### config.mk
export PLATFORM = sky130hd
export DESIGN_NAME = gpio_top
export DESIGN_NICKNAME = d
export VERILOG_FILES = /design/src/hdl/gpio_pkg.sv /design/src/hdl/gpio_reg_bus_if.sv /design/src/hdl/gpio_wb_slave.sv /design/src/hdl/gpio_regfile.sv /design/src/hdl/gpio_input_sync.sv /design/src/hdl/gpio_irq_ctrl.sv /design/src/hdl/gpio_top.sv
export SDC_FILE = /design/constraint.sdc
export NUM_CORES = 1
export LEC_CHECK = 0
export ABC_AREA = 1
export BUFFER_PORTS_ARGS = -buffer_cell sky130_fd_sc_hd__buf_2
export CELL_PAD_IN_SITES_DETAIL_PLACEMENT = 1
export CELL_PAD_IN_SITES_GLOBAL_PLACEMENT = 2
export CORE_ASPECT_RATIO = 0.5
export CORE_MARGIN = 5
export CORE_UTILIZATION = 34
export CTS_CLUSTER_DIAMETER = 80
export DETAILED_ROUTE_END_ITERATION = 10
export GPL_ROUTABILITY_DRIVEN = 0
export HOLD_SLACK_MARGIN = 0.06
export PLACE_DENSITY = 0.76
export REMOVE_ABC_BUFFERS = 1
export SLEW_MARGIN = 15
export SYNTH_ARGS = -nofsm -noshare
export SYNTH_HDL_FRONTEND = slang
export SYNTH_SLANG_ARGS = --single-unit
export TNS_END_PERCENT = 100
### constraint.sdc
create_clock -name wb_clk_i -period 10.4 [get_ports wb_clk_i]
set_clock_uncertainty 0.1 [all_clocks]
set_input_delay 0 -clock wb_clk_i [delete_from_list [all_inputs] [get_ports wb_clk_i]]
set_output_delay 0 -clock wb_clk_i [all_outputs]
set_load 0.005 [all_outputs]
### src/hdl/gpio_pkg.sv
// GPIO shared definitions

package gpio_pkg;

  ////////////////////////////////////////////////////////////
  // Bus widths
  ////////////////////////////////////////////////////////////

  localparam int wb_data_w_c = 32;
  localparam int wb_sel_w_c  = wb_data_w_c / 8;
  localparam int wb_addr_w_c = 5;
  localparam int reg_idx_w_c = 3;

  typedef logic [wb_data_w_c-1:0] wb_data_t;
  typedef logic [wb_sel_w_c-1:0]  wb_sel_t;
  typedef logic [wb_addr_w_c-1:0] wb_addr_t;
  typedef logic [reg_idx_w_c-1:0] reg_idx_t;

  ////////////////////////////////////////////////////////////
  // Register map, word index from address bits 4 to 2
  ////////////////////////////////////////////////////////////

  localparam reg_idx_t reg_in_c    = 3'd0;
  localparam reg_idx_t reg_out_c   = 3'd1;
  localparam reg_idx_t reg_dir_c   = 3'd2;
  localparam reg_idx_t reg_iosel_c = 3'd3;
  localparam reg_idx_t reg_ie_c    = 3'd4;
  localparam reg_idx_t reg_is_c    = 3'd5;
  // Last mapped index, anything above is a bus error
  localparam reg_idx_t reg_trig_c  = 3'd6;

  // Wishbone slave states
  typedef enum logic {
    wb_idle_s,
    wb_resp_s
  } wb_state_e;

  // Expand byte selects into a bit mask
  function automatic wb_data_t lane_mask(input wb_sel_t sel);
    wb_data_t mask;
    for (int i = 0; i < wb_sel_w_c; i++) begin
      mask[i*8 +: 8] = {8{sel[i]}};
    end
    return mask;
  endfunction

endpackage

### src/hdl/gpio_reg_bus_if.sv
// GPIO register access bus
`timescale 1ns/1ps

interface gpio_reg_bus_if;
  import gpio_pkg::*;

  // One-cycle write strobe
  logic     wr;
  // Decoded register index, held continuously
  reg_idx_t idx;
  wb_sel_t  sel;
  wb_data_t wdata;
  // Readback for the current index
  wb_data_t rdata;

  modport master (
    output wr,
    output idx,
    output sel,
    output wdata,
    input  rdata
  );

  modport regs (
    input  wr,
    input  idx,
    input  sel,
    input  wdata,
    output rdata
  );

  // Interrupt controller only listens
  modport irq (
    input wr,
    input idx,
    input sel,
    input wdata
  );

endinterface

### src/hdl/gpio_wb_slave.sv
// Wishbone classic slave
`timescale 1ns/1ps

module gpio_wb_slave (
  input  logic               wb_clk_i,
  input  logic               wb_rst_i,
  input  logic               wb_cyc_i,
  input  logic               wb_stb_i,
  input  logic               wb_we_i,
  input  gpio_pkg::wb_addr_t wb_adr_i,
  input  gpio_pkg::wb_data_t wb_dat_i,
  input  gpio_pkg::wb_sel_t  wb_sel_i,
  output gpio_pkg::wb_data_t wb_dat_o,
  output logic               wb_ack_o,
  output logic               wb_err_o,
  gpio_reg_bus_if.master     bus_o
);
  import gpio_pkg::*;

  wb_state_e state_q;
  logic      access;
  logic      bad_idx;

  ////////////////////////////////////////////////////////////
  // Decode
  ////////////////////////////////////////////////////////////

  // New request only accepted from idle
  assign access  = wb_cyc_i && wb_stb_i && (state_q == wb_idle_s);
  assign bad_idx = (bus_o.idx > reg_trig_c);

  assign bus_o.idx   = wb_adr_i[4:2];
  assign bus_o.sel   = wb_sel_i;
  assign bus_o.wdata = wb_dat_i;
  // Commit happens on the same edge that enters resp
  assign bus_o.wr    = access && wb_we_i && !bad_idx;

  ////////////////////////////////////////////////////////////
  // Response FSM
  ////////////////////////////////////////////////////////////

  always_ff @(posedge wb_clk_i or posedge wb_rst_i) begin
    if (wb_rst_i) begin
      state_q  <= wb_idle_s;
      wb_ack_o <= 1'b0;
      wb_err_o <= 1'b0;
    end else begin
      case (state_q)
        wb_idle_s: begin
          if (access) begin
            state_q  <= wb_resp_s;
            wb_ack_o <= !bad_idx;
            wb_err_o <= bad_idx;
          end
        end
        default: begin
          state_q  <= wb_idle_s;
          wb_ack_o <= 1'b0;
          wb_err_o <= 1'b0;
        end
      endcase
    end
  end

  // Read data held for the response cycle
  always_ff @(posedge wb_clk_i) begin
    if (access) begin
      wb_dat_o <= bus_o.rdata;
    end
  end

  ack_err_excl_a: assert property (
    @(posedge wb_clk_i) disable iff (wb_rst_i) !(wb_ack_o && wb_err_o)
  );

  // Single-cycle response, never back to back
  resp_single_a: assert property (
    @(posedge wb_clk_i) disable iff (wb_rst_i)
    (wb_ack_o || wb_err_o) |=> !(wb_ack_o || wb_err_o)
  );

endmodule

### src/hdl/gpio_regfile.sv
// GPIO register file
`timescale 1ns/1ps

module gpio_regfile #(
  parameter int num_pins_p   = 32,
  parameter int num_shared_p = 15
) (
  input  logic                    wb_clk_i,
  input  logic                    wb_rst_i,
  input  logic [num_pins_p-1:0]   pins_in_i,
  input  logic [num_pins_p-1:0]   status_i,
  gpio_reg_bus_if.regs            bus_i,
  output logic [num_pins_p-1:0]   out_o,
  output logic [num_pins_p-1:0]   dir_o,
  output logic [num_shared_p-1:0] iosel_o,
  output logic [num_pins_p-1:0]   ie_o,
  output logic [num_pins_p-1:0]   trig_o
);
  import gpio_pkg::*;

  wb_data_t                lane_m;
  logic [num_pins_p-1:0]   pin_mask;
  logic [num_pins_p-1:0]   pin_wdata;
  logic [num_shared_p-1:0] sh_mask;
  logic [num_shared_p-1:0] sh_wdata;
  logic                    wr_out;
  logic                    wr_dir;
  logic                    wr_iosel;
  logic                    wr_ie;
  logic                    wr_trig;

  ////////////////////////////////////////////////////////////
  // Write side
  ////////////////////////////////////////////////////////////

  // Only the implemented bits of each lane take part
  assign lane_m    = lane_mask(bus_i.sel);
  assign pin_mask  = lane_m[num_pins_p-1:0];
  assign pin_wdata = bus_i.wdata[num_pins_p-1:0];
  assign sh_mask   = lane_m[num_shared_p-1:0];
  assign sh_wdata  = bus_i.wdata[num_shared_p-1:0];

  assign wr_out   = bus_i.wr && (bus_i.idx == reg_out_c);
  assign wr_dir   = bus_i.wr && (bus_i.idx == reg_dir_c);
  assign wr_iosel = bus_i.wr && (bus_i.idx == reg_iosel_c);
  assign wr_ie    = bus_i.wr && (bus_i.idx == reg_ie_c);
  assign wr_trig  = bus_i.wr && (bus_i.idx == reg_trig_c);

  always_ff @(posedge wb_clk_i or posedge wb_rst_i) begin
    if (wb_rst_i) begin
      out_o   <= '0;
      // Every pin starts as an input
      dir_o   <= '1;
      iosel_o <= '0;
      ie_o    <= '0;
      trig_o  <= '0;
    end else begin
      if (wr_out) begin
        out_o <= (out_o & ~pin_mask) | (pin_wdata & pin_mask);
      end
      if (wr_dir) begin
        dir_o <= (dir_o & ~pin_mask) | (pin_wdata & pin_mask);
      end
      if (wr_iosel) begin
        iosel_o <= (iosel_o & ~sh_mask) | (sh_wdata & sh_mask);
      end
      if (wr_ie) begin
        ie_o <= (ie_o & ~pin_mask) | (pin_wdata & pin_mask);
      end
      if (wr_trig) begin
        trig_o <= (trig_o & ~pin_mask) | (pin_wdata & pin_mask);
      end
    end
  end

  ////////////////////////////////////////////////////////////
  // Readback mux
  ////////////////////////////////////////////////////////////

  always_comb begin
    // Unused upper bits and index 7 read as zero
    bus_i.rdata = '0;
    case (bus_i.idx)
      reg_in_c:    bus_i.rdata[num_pins_p-1:0]   = pins_in_i;
      reg_out_c:   bus_i.rdata[num_pins_p-1:0]   = out_o;
      reg_dir_c:   bus_i.rdata[num_pins_p-1:0]   = dir_o;
      reg_iosel_c: bus_i.rdata[num_shared_p-1:0] = iosel_o;
      reg_ie_c:    bus_i.rdata[num_pins_p-1:0]   = ie_o;
      reg_is_c:    bus_i.rdata[num_pins_p-1:0]   = status_i;
      reg_trig_c:  bus_i.rdata[num_pins_p-1:0]   = trig_o;
      default:     bus_i.rdata = '0;
    endcase
  end

  // No write can land before the first edge out of reset
  dir_reset_a: assert property (
    @(posedge wb_clk_i) $fell(wb_rst_i) |-> (dir_o == {num_pins_p{1'b1}})
  );

endmodule

### src/hdl/gpio_input_sync.sv
// GPIO input synchronizer and edge detect
`timescale 1ns/1ps

module gpio_input_sync #(
  parameter int num_pins_p = 32
) (
  input  logic                  wb_clk_i,
  input  logic                  wb_rst_i,
  input  logic [num_pins_p-1:0] gpio_i,
  output logic [num_pins_p-1:0] sync_o,
  output logic [num_pins_p-1:0] rise_o,
  output logic [num_pins_p-1:0] fall_o
);

  logic [num_pins_p-1:0] meta_q;
  logic [num_pins_p-1:0] sync_q;
  // Previous synchronized value
  logic [num_pins_p-1:0] prev_q;

  always_ff @(posedge wb_clk_i or posedge wb_rst_i) begin
    if (wb_rst_i) begin
      meta_q <= '0;
      sync_q <= '0;
      prev_q <= '0;
    end else begin
      meta_q <= gpio_i;
      sync_q <= meta_q;
      prev_q <= sync_q;
    end
  end

  assign sync_o = sync_q;
  assign rise_o = sync_q & ~prev_q;
  assign fall_o = ~sync_q & prev_q;

  rise_fall_excl_a: assert property (
    @(posedge wb_clk_i) disable iff (wb_rst_i) (rise_o & fall_o) == '0
  );

endmodule

### src/hdl/gpio_irq_ctrl.sv
// GPIO interrupt controller
`timescale 1ns/1ps

module gpio_irq_ctrl #(
  parameter int num_pins_p = 32
) (
  input  logic                  wb_clk_i,
  input  logic                  wb_rst_i,
  input  logic [num_pins_p-1:0] rise_i,
  input  logic [num_pins_p-1:0] fall_i,
  input  logic [num_pins_p-1:0] dir_i,
  input  logic [num_pins_p-1:0] ie_i,
  input  logic [num_pins_p-1:0] trig_i,
  gpio_reg_bus_if.irq           bus_i,
  output logic [num_pins_p-1:0] status_o,
  output logic                  wb_inta_o
);
  import gpio_pkg::*;

  wb_data_t              clr_word;
  logic [num_pins_p-1:0] clr_bits;
  logic [num_pins_p-1:0] edge_sel;
  logic [num_pins_p-1:0] edge_qual;

  ////////////////////////////////////////////////////////////
  // Edge selection
  ////////////////////////////////////////////////////////////

  // Trigger bit 1 picks rising, 0 picks falling
  assign edge_sel  = (trig_i & rise_i) | (~trig_i & fall_i);
  // Only enabled pins configured as inputs count
  assign edge_qual = edge_sel & dir_i & ie_i;

  ////////////////////////////////////////////////////////////
  // Status register
  ////////////////////////////////////////////////////////////

  always_comb begin
    clr_word = '0;
    if (bus_i.wr && (bus_i.idx == reg_is_c)) begin
      clr_word = bus_i.wdata & lane_mask(bus_i.sel);
    end
  end

  assign clr_bits = clr_word[num_pins_p-1:0];

  // Clear beats a same-cycle edge on the bits being cleared
  always_ff @(posedge wb_clk_i or posedge wb_rst_i) begin
    if (wb_rst_i) begin
      status_o <= '0;
    end else begin
      status_o <= (status_o | edge_qual) & ~clr_bits;
    end
  end

  assign wb_inta_o = |(status_o & ie_i);

endmodule

### src/hdl/gpio_top.sv
// GPIO with edge interrupts
`timescale 1ns/1ps

module gpio_top #(
  parameter int num_pins_p   = 32,
  parameter int num_shared_p = 15
) (
  input  logic                    wb_clk_i,
  input  logic                    wb_rst_i,
  input  logic                    wb_cyc_i,
  input  logic                    wb_stb_i,
  input  logic                    wb_we_i,
  input  gpio_pkg::wb_addr_t      wb_adr_i,
  input  gpio_pkg::wb_data_t      wb_dat_i,
  input  gpio_pkg::wb_sel_t       wb_sel_i,
  output gpio_pkg::wb_data_t      wb_dat_o,
  output logic                    wb_ack_o,
  output logic                    wb_err_o,
  output logic                    wb_inta_o,
  // Pin side
  input  logic [num_pins_p-1:0]   gpio_i,
  output logic [num_pins_p-1:0]   gpio_o,
  output logic [num_pins_p-1:0]   en_gpio_o,
  output logic [num_shared_p-1:0] io_sel_o
);

  logic [num_pins_p-1:0] pin_sync;
  logic [num_pins_p-1:0] pin_rise;
  logic [num_pins_p-1:0] pin_fall;
  logic [num_pins_p-1:0] irq_en;
  logic [num_pins_p-1:0] irq_trig;
  logic [num_pins_p-1:0] irq_status;

  gpio_reg_bus_if reg_bus ();

  gpio_wb_slave u_slave (
    .wb_clk_i (wb_clk_i),
    .wb_rst_i (wb_rst_i),
    .wb_cyc_i (wb_cyc_i),
    .wb_stb_i (wb_stb_i),
    .wb_we_i  (wb_we_i),
    .wb_adr_i (wb_adr_i),
    .wb_dat_i (wb_dat_i),
    .wb_sel_i (wb_sel_i),
    .wb_dat_o (wb_dat_o),
    .wb_ack_o (wb_ack_o),
    .wb_err_o (wb_err_o),
    .bus_o    (reg_bus.master)
  );

  gpio_regfile #(
    .num_pins_p   (num_pins_p),
    .num_shared_p (num_shared_p)
  ) u_regfile (
    .wb_clk_i  (wb_clk_i),
    .wb_rst_i  (wb_rst_i),
    .pins_in_i (pin_sync),
    .status_i  (irq_status),
    .bus_i     (reg_bus.regs),
    .out_o     (gpio_o),
    .dir_o     (en_gpio_o),
    .iosel_o   (io_sel_o),
    .ie_o      (irq_en),
    .trig_o    (irq_trig)
  );

  gpio_input_sync #(
    .num_pins_p (num_pins_p)
  ) u_sync (
    .wb_clk_i (wb_clk_i),
    .wb_rst_i (wb_rst_i),
    .gpio_i   (gpio_i),
    .sync_o   (pin_sync),
    .rise_o   (pin_rise),
    .fall_o   (pin_fall)
  );

  // Direction register doubles as the input qualifier
  gpio_irq_ctrl #(
    .num_pins_p (num_pins_p)
  ) u_irq (
    .wb_clk_i  (wb_clk_i),
    .wb_rst_i  (wb_rst_i),
    .rise_i    (pin_rise),
    .fall_i    (pin_fall),
    .dir_i     (en_gpio_o),
    .ie_i      (irq_en),
    .trig_i    (irq_trig),
    .bus_i     (reg_bus.irq),
    .status_o  (irq_status),
    .wb_inta_o (wb_inta_o)
  );

endmodule

==> impl_metrics.toml, run 1 <==
[pwr]
ir_worst_vdd_uv = 111
clkPwrFrac_pct = 41.1
power.internal_mw = 2.19
combPwrFrac_pct = 11.9
p_total_mw = 3.00
switching_share_pct = 27.0
p_seq_share_pct = 47.1
powerDensity_mw_per_mm2 = 167
netSwitchingPower_uw = 809
p_leak_nw = 9.04

[clock_tree]
clock_path_buffers = 3
cts-root-buf = "clkbuf_16"
cts_setup_buffers = 0
ctsHtreeMaxLevel = 1
hold_buffers = 149
cts_tree = "built"
numCtsBuffers = 30
clk_latency_ns = 0.58
cts.sinks = 306
clk_pin_slew_ns = 0.07
ctsResizeCount = 0

[logic_synthesis]
synth-simple-area-share_pct = 32.0
synth_ff_type = "dfrtp_1"
ys_seq_area_share_pct = 56.4
synth-seq-cells = 306
synth_xor_xnor_area_share_pct = 0
postSynthAreaPerCell_sq_um = 8.19
synth_compound_area_share_pct = 4.45
ys_warn_count = 0
synth-edff-count = 32
synth_cell_types = 21
synthMuxAreaShare_pct = 0
netlist_area_sq_mm = 0.0139
synth_top_family_by_area = "simple AND/OR/NAND/NOR gates"
async_flop_share_pct = 89.5
synth_adder_area_share_pct = 0
syn_inst = 1702

[placement]
dpl_worst_slack_ns = 7.30
portBuffers = 189
place_area_sq_mm = 0.0154
dpl.hpwl_mm = 29.1

[setup_path]
end_kind = "flop"
timing.rr.start = "u_slave.state_q$_DFF_PP0_"
cp-startpoint = "u_slave.state_q$_DFF_PP0_"
critPathArrivalTime_ns = 3.74
critPathRequiredTime_ns = 10.82
path_max_fanout = 94
critPathLaunchType = "flop"
crit_type = "reg2reg"

[grt]
met2_usage_pct = 36.6
busiest_layer = "met2"
grtUsageTotal_pct = 21.1
grtUsageMet1_pct = 29.0
grt_pass1_wl_mm = 76.5
grt_pass1_vias = 13300
grt_max_degree = 161
antenna_found_initial = 0
grt.overflow.total = 0
use_met3_pct = 2.87

[timing]
whs_ns = 0.176
tns_ns = 0
hold_viol_final = 0
slew_viol_final = 0
slew-limit-headroom_pct = 28.9
finalSetupViolCount = 0
tightest_slew_ns = 1.07
fin_ws_ns = 7.08
period_minus_slack_ns = 3.32
max_freq_ghz = 0.301
finalCritPeriodShare_pct = 32.0
grt_setup_unrepaired = "false"

[die]
rows = 52
core_area_sq_mm = 0.0405
start_util_pct = 34.4
die_h_um = 153
io_pins = 192
die_w_um = 296
die-area_sq_mm = 0.0454

[layout]
num_antenna_cells = 0
final_common_cell = "nand2_1"
layout_common_cells = "nand2_1 (741), dfrtp_1 (242), buf_2 (189)"
area_delta_synth_final_pct = 28.7
nets = 2085
postLayoutCellArea_sq_mm = 0.0179
multi_input_area_sq_mm = 0.00510
regArea_sq_mm = 0.00786
drive_above_1_share_pct = 15.5
nFillCells = 4835

[hold_path]
hold_path.class = "in2reg"
hold_start = "wb_dat_i[12]"

[detailed_routing]
wl_mm = 48.2
ant_nets = 0
dr.pass1.iters = 5
drtIter0Drc = 650
routed_via_density = 4.89
wl_per_cell_um = 18.8
drc = 0
num_vias = 12600

[run]
cap_violations = 0

[outcome]
status = "complete, no violations"
-- power by group through the flow --
| stage | combinational (mW) | clock [mW] | sequential (mW) |
|---|---|---|---|
| detailed placement | 0.322 | 0 | 1.43 |
| finish | 0.356 | 1.23 | 1.41 |
| global placement | 0.314 | 0 | 1.43 |
| floorplan | 0.162 | 0 | 1.41 |
| CTS | 0.361 | 1.26 | 1.41 |
| global route | 0.404 | 1.31 | 1.43 |
-- path summary, 6_finish.rpt --
| path | end | slack [ns] | cells after the start |
|---|---|---|---|
| hold reg to reg | u_sync.sync_o[1]$_DFF_PP0_ | 0.24 | 0 |
| max in group asynchronous | u_sync.prev_q[4]$_DFF_PP0_ | 8.08 | 5 |
| min in group asynchronous | u_sync.meta_q[16]$_DFF_PP0_ | 0.60 | 4 |
| hold / removal | flop | 0.18 | 4 |
| setup reg to reg | flop | 7.08 | 8 |
| setup / recovery | flop | 7.08 | 8 |
-- stage by stage --
stage                     util (%)  std cells
after floorplan                  -       1620
after global placement        38.0       2366
after detailed placement      38.0       2366
after CTS                     44.3       2571
after global routing          44.3       2571
final                         44.3       2571
-- layer usage --
| layer | vias up | share of wire, % |
|---|---|---|
| met5 | - | 0 |
| met4 | 0 | 1.5 |
| met3 | 56 | 2.7 |
| met2 | 144 | 49 |
| met1 | 6315 | 47 |
| li1 | 6063 | - |
-- logic make-up after synthesis --
kind of cell / after synthesis
buffers and inverters: 250
AOI/OAI and AO/OA: 124
DFF: 306
and+or+nand+nor: 1022
-- synthesized netlist by cell type (29+ instances only) --
cell type	instances	area share, %
a21oi_1	32	1.1
inv_1	166	4.5
nand4_1	150	6.7
buf_2	44	1.6
dfstp_2	32	6.0
nand2_1	741	20
edfxtp_1	32	6.9
o21ai_0	84	3.0
nor2_1	76	2.0
dfrtp_1	242	43
nand3b_1	31	1.7
clkbuf_1	29	0.78
-- worst max-delay path, cell delays in order, from the launching register on --
cell	delay, ns
dfrtp_1	0.38
inv_1	0.12
nand4_1	0.14
nor2_4	0.26
buf_4	0.85
nand4_1	0.15
dlygate4sd3_1	0.62
nand2_1	0.06
dlygate4sd3_1	0.54
-- area by class of cell --
cell class                 count  area share, %
sequential                   306           43.8
clock inverter                17           1.32
inverter                     168           3.56
clock buffer                  39           4.77
timing repair buffer         355           14.4
multi-input combinational   1146           28.4
tap                          540           3.77
Note: power is estimated with default switching activity, not from simulation.
==> run 2: changes to the inputs <==
--- a/config.mk
+++ b/config.mk
@@ -11,12 +11,12 @@
 export CELL_PAD_IN_SITES_GLOBAL_PLACEMENT = 2
 export CORE_ASPECT_RATIO = 0.5
 export CORE_MARGIN = 5
-export CORE_UTILIZATION = 34
+export CORE_UTILIZATION = 31
 export CTS_CLUSTER_DIAMETER = 80
 export DETAILED_ROUTE_END_ITERATION = 10
 export GPL_ROUTABILITY_DRIVEN = 0
 export HOLD_SLACK_MARGIN = 0.06
-export PLACE_DENSITY = 0.76
+export PLACE_DENSITY = 0.73
 export REMOVE_ABC_BUFFERS = 1
 export SLEW_MARGIN = 15
 export SYNTH_ARGS = -nofsm -noshare
==> constraint.sdc (replaced) <==
create_clock -name wb_clk_i -period 2.7 [get_ports wb_clk_i]
set_clock_uncertainty 0.1 [all_clocks]
set_input_delay 0 -clock wb_clk_i [delete_from_list [all_inputs] [get_ports wb_clk_i]]
set_output_delay 0 -clock wb_clk_i [all_outputs]
set_load 0.005 [all_outputs]
==> run 2 against run 1 <==
  * Largest cell class unchanged
  * Power grew to 3.8 times the previous value
  * Sequential share of layout area is 0.42 points lower
  * Die area is 9.2% higher
==> impl_metrics.toml, run 2 (synthesized netlist as in run 1, its figures left out) <==
[timing]
finalCritPeriodShare_pct = 86.6
finalSetupViolCount = 0
max_freq_ghz = 0.428
fin_ws_ns = 0.363
hold_viol_final = 0
slew-limit-headroom_pct = 49.4
whs_ns = 0.188
period_minus_slack_ns = 2.34
slew_viol_final = 0
tightest_slew_ns = 0.756
grt_setup_unrepaired = "false"

[layout]
drive_above_1_share_pct = 16.5
postLayoutCellArea_sq_mm = 0.0181
final_common_cell = "nand2_1"
layout_common_cells = "nand2_1 (741), dfrtp_1 (242), buf_2 (189)"
utilization_pct = 41.2
regArea_sq_mm = 0.00786
area_delta_synth_final_pct = 30.0
nFillCells = 5293
num_antenna_cells = 0
multi_input_area_sq_mm = 0.00510
nets = 2101

[clock_tree]
cts-root-buf = "clkbuf_16"
cts.sinks = 306
cts_tree = "built"
ctsHtreeMaxLevel = 1
clock_path_buffers = 3
clk_latency_ns = 0.57
numCtsBuffers = 31
clk_pin_slew_ns = 0.07

[run]
cap_violations = 0

[grt]
antenna_found_initial = 0
grtUsageTotal_pct = 19.5
grt_pass1_wl_mm = 76.7
grt_max_degree = 128
grt.overflow.total = 0
grt_pass1_vias = 13200

[detailed_routing]
wl_per_cell_um = 18.4
ant_nets = 0
dr.pass1.iters = 5
wl_mm = 48.6
num_vias = 12600
drc = 0
routed_via_density = 4.77
drtIter0Drc = 698

[pwr]
p_leak_nw = 9.10
ir_worst_vdd_uv = 551
powerDensity_mw_per_mm2 = 622
p_total_mw = 11.3

[setup_path]
critPathArrivalTime_ns = 2.75
crit_chain = "inv_1, nand4_1, nor2_4, buf_4, nand4_1, dlygate4sd3_1, nand2_1"
crit_type = "reg2reg"
cp_slowest_stage_delay_ns = 0.62
critPathLaunchType = "flop"
path_common_cell = "nand4_1"
end_kind = "flop"
path_max_fanout = 48
cp_slowest_cell = "dlygate4sd3_1"
critPathRequiredTime_ns = 3.11

[die]
core_area_sq_mm = 0.0440
start_util_pct = 31.7
io_pins = 192
die-area_sq_mm = 0.0496
rows = 54
die_h_um = 160
die_w_um = 310

[placement]
place_area_sq_mm = 0.0157
portBuffers = 189
dpl.hpwl_mm = 31.2
dpl_worst_slack_ns = 0.656

[hold_path]
hold_path.class = "in2reg"

[outcome]
status = "complete, no violations"
==> run 2: cell type report <==
cell class	instances	share of cell area [%]
multi-input cells	1146	28.2
inverters	168	3.52
flip-flops and latches	306	43.4
repair buffers	370	15.2
well taps	588	4.06
clock buffers	43	4.92
clock inverters	14	0.718
==> run 2: final timing paths <==
path                                        startpoint                           to  slack [ns]  cells past startpoint
setup reg to reg             u_slave.state_q$_DFF_PP0_                         flop        0.36                      7
max in group asynchronous                     wb_rst_i   asynchronous set/reset pin        1.08                      5
hold / removal                             wb_dat_i[0]                         flop        0.19                      4
min in group asynchronous                     wb_rst_i   asynchronous set/reset pin        0.60                      4
hold reg to reg            u_sync.meta_q[23]$_DFF_PP0_  u_sync.sync_o[23]$_DFF_PP0_        0.25                      0
setup / recovery             u_slave.state_q$_DFF_PP0_                         flop        0.36                      7
==> run 2: worst max-delay path, delay by kind of cell (launching register included) <==
kind | cells | cell delay (ns)
buffers and inverters | 3 | 1.22
flip-flops | 1 | 0.36
AND/OR/NAND/NOR | 4 | 0.55
==> run 2: metal layers <==
| layer | vias to the layer above | GRT usage (%) | wire [um] | part of all wire [%] |
|---|---|---|---|---|
| li1 | 6104 | - | - | - |
| met1 | 6270 | 28.0 | 23400 | 48 |
| met2 | 152 | 31.9 | 22800 | 47 |
| met3 | 55 | 2.65 | 1500 | 3.1 |
| met4 | 0 | 3.80 | 916 | 1.9 |
| met5 | - | 0 | 0 | 0 |
==> run 2: stage by stage <==
stage                     cells   TNS, ns
after floorplan            1620  -1922.95
after global placement     2440         0
after detailed placement   2440         0
after CTS                  2635         0
after global routing       2635         0
final                      2635         0
==> run 2: power by group <==
group          internal, mW  leakage (nW)  total, mW  switching, mW
Clock                  2.49         0.500       4.44           1.95
Sequential             5.11          3.74       5.44          0.329
Combinational         0.537          4.86       1.38          0.845
==> run 2: repair_timing <==
| action | 4_1_cts | 5_1_grt |
|---|---|---|
| gates resized for setup | 0 | 0 |
| endpoints found under the hold margin | 474 | 0 |
| hold buffers | 138 | 0 |
| setup buffers | 0 | 0 |
==> run 3: changes to the inputs <==
--- a/config.mk
+++ b/config.mk
@@ -5,13 +5,11 @@
 export SDC_FILE = /design/constraint.sdc
 export NUM_CORES = 1
 export LEC_CHECK = 0
-export ABC_AREA = 1
 export BUFFER_PORTS_ARGS = -buffer_cell sky130_fd_sc_hd__buf_2
 export CELL_PAD_IN_SITES_DETAIL_PLACEMENT = 1
 export CELL_PAD_IN_SITES_GLOBAL_PLACEMENT = 2
 export CORE_ASPECT_RATIO = 0.5
-export CORE_MARGIN = 5
-export CORE_UTILIZATION = 31
+export CORE_UTILIZATION = 36
 export CTS_CLUSTER_DIAMETER = 80
 export DETAILED_ROUTE_END_ITERATION = 10
 export GPL_ROUTABILITY_DRIVEN = 0
==> constraint.sdc (replaced) <==
create_clock -name wb_clk_i -period 2.7 [get_ports wb_clk_i]
set_clock_uncertainty 0.1 [all_clocks]
set_input_delay 0 -clock wb_clk_i [delete_from_list [all_inputs] [get_ports wb_clk_i]]
set_output_delay 0 -clock wb_clk_i [all_outputs]
set_load 0.05 [all_outputs]
==> run 3 against run 2 <==
  * Wire length fell by 20%
  * Clock power shrank 2%
  * Clock-buffer cell count shrank 2
  * Non-clock buffer count is 34 lower
  * Sequential cell count stayed put
==> impl_metrics.toml, run 3 <==
[clock_tree]
clk_latency_ns = 0.57
cts-root-buf = "clkbuf_16"
hold_buffers = 102
clock_path_buffers = 3
cts.sinks = 306
clk_pin_slew_ns = 0.06
cts_setup_buffers = 0
ctsResizeCount = 0
numCtsBuffers = 29
cts_tree = "built"
ctsHtreeMaxLevel = 1

[logic_synthesis]
synth-seq-cells = 306
netlist_area_sq_mm = 0.0130
synth_area_leader_cell = "dfrtp_1"
synth.area.top_cells = "dfrtp_1 (47%), mux2_2 (13%), edfxtp_1 (7.4%), dfstp_2 (6.5%), a22oi_1 (4.4%)"
ys_warn_count = 0
async_flop_share_pct = 89.5
postSynthAreaPerCell_sq_um = 14.3
synth_cell_types = 42
synthDominantCellAreaShare_pct = 46.5
synth-edff-count = 32
synth_ff_type = "dfrtp_1"
ys_seq_area_share_pct = 60.4
synthTopCellsByCount = "dfrtp_1 (242), mux2_2 (149), a22oi_1 (77)"
syn_inst = 912
yosysMostFrequentCell = "dfrtp_1"

[timing]
grt_setup_unrepaired = "false"
slew-limit-headroom_pct = 32.9
max_freq_ghz = 0.386
whs_ns = 0.0984
period_minus_slack_ns = 2.59
fin_ws_ns = 0.106
hold_viol_final = 0
finalSetupViolCount = 0
finalCritPeriodShare_pct = 96.1
slew_viol_final = 0
tightest_slew_ns = 1.01

[detailed_routing]
dr.pass1.iters = 5
routed_via_density = 5.39
wl_mm = 38.7
drtIter0Drc = 530
drc = 0
ant_nets = 0
num_vias = 9370
wl_per_cell_um = 22.3

[grt]
grt.overflow.total = 0
grtUsageTotal_pct = 21.3
antenna_found_initial = 1
grt_pass1_vias = 10100
grt_pass1_wl_mm = 60.5
grt_max_degree = 105

[setup_path]
crit_type = "reg2out"
cp-startpoint = "u_irq.status_o[21]$_DFF_PP0_"
cp.depth = 4
path_buf_inv = 1
critPathLaunchType = "flop"
critPathTopFamily = "simple AND/OR/NAND/NOR gates"
critPathArrivalTime_ns = 2.49
crit_chain = "a22oi_1, nand4_1, or4_1, buf_2"
r2r_slack_ns = 0.48
path_max_fanout = 3
cp_slowest_stage_delay_ns = 0.65
rr_worst_depth = 5
cp_slowest_cell = "or4_1"
timing.rr.start = "u_slave.state_q$_DFF_PP0_"
critPathRequiredTime_ns = 2.60
endpoint = "wb_inta_o"
end_kind = "output pin"

[layout]
area_delta_synth_final_pct = 29.0
drive_above_1_share_pct = 41.5
nFillCells = 3587
layout_common_cells = "dfrtp_1 (242), buf_2 (188), mux2_2 (149)"
nets = 1316
final_common_cell = "dfrtp_1"

[die]
core_area_sq_mm = 0.0350
start_util_pct = 37.2
die_w_um = 271
die_h_um = 136
die-area_sq_mm = 0.0370
rows = 48
io_pins = 192

[hold_path]
hold_path.class = "in2reg"
holdPathStages = 3

[pwr]
ir_worst_vdd_uv = 371
p_leak_nw = 7.43
powerDensity_mw_per_mm2 = 706
p_total_mw = 11.8

[outcome]
status = "complete, no violations"

[run]
cap_violations = 0

[placement]
dpl.hpwl_mm = 25.8
dpl_worst_slack_ns = 0.474
portBuffers = 189
run 3: cell count changes after synthesis, moves of 31 or more:
cell	delta
nand4_1	-146
nand2_1	-698
nor2_1	-74
a2bb2oi_1	+35
buf_2	-31
o21ai_0	-71
a22oi_1	+77
inv_1	-162
or3b_2	+33
mux2_2	+149
run 3: metrics by stage:
| step | std cells | setup TNS [ns] | instance area (sq um) | utilization (%) |
|---|---|---|---|---|
| 3_5_place_dp | 1580 | 0 | 14800 | 42.2 |
| 3_3_place_gp | 1580 | 0 | 14800 | 42.2 |
| 4_1_cts | 1736 | 0 | 16800 | 47.9 |
| 2_1_floorplan | 871 | -1273.99 | 12800 | - |
| 6_report | 1737 | 0 | 16800 | 48.0 |
| 5_1_grt | 1737 | 0 | 16800 | 48.0 |
run 3: logic make-up (layout without fill, tap and decap cells):
group | Yosys count | count (layout) | share of synthesized area, %
mux | 157 | 157 | 13.5
compound gates | 170 | 170 | 9.34
simple gates | 234 | 234 | 15.2
flops | 306 | 306 | 60.4
other cells | 0 | 1 | 0
buf+inv | 45 | 394 | 1.57
run 3: where the power goes:
part	internal (mW)	switching, mW
Combinational	0.704	1.24
Sequential	5.15	0.420
Clock	2.52	1.81
Total	8.38	3.47
run 3: worst min path at each step:
stage | endpoint | slack [ns] | start
2_1_floorplan | u_sync.meta_q[0]$_DFF_PP0_ | -0.07 | gpio_i[0]
3_3_place_gp | u_sync.meta_q[9]$_DFF_PP0_ | -0.06 | wb_rst_i
3_5_place_dp | u_sync.meta_q[9]$_DFF_PP0_ | -0.05 | wb_rst_i
4_1_cts | u_irq.status_o[25]$_DFF_PP0_ | 0.07 | wb_dat_i[25]
5_1_grt | u_irq.status_o[29]$_DFF_PP0_ | 0.10 | wb_dat_i[29]
6_report | u_irq.status_o[22]$_DFF_PP0_ | 0.1 | wb_dat_i[22]
run 3: routing by layer:
layer,vias to the layer above,GRT usage [%],wire length [um]
li1,4202,-,-
met1,4973,29.5,17900
met2,148,35.4,18700
met3,47,3.13,1200
met4,0,4.77,819
met5,-,0,0
run 3: final cells by class:
class | count | area [sq um] | share of cell area [%]
Timing Repair Buffer | 336 | 2360 | 14.0
Multi-Input combinational cell | 561 | 4960 | 29.5
Clock inverter | 13 | 169 | 1.01
Sequential cell | 306 | 7860 | 46.8
Antenna cell | 1 | 2.50 | 0.0149
Inverter | 4 | 22.5 | 0.134
Clock buffer | 41 | 831 | 4.95
Tap cell | 475 | 594 | 3.54
run 3: worst min-delay path: cells and delay by family:
kind,cells,cell delay (ns)
buffers and inverters,2,0.66
AOI/OAI and AO/OA,1,0.07
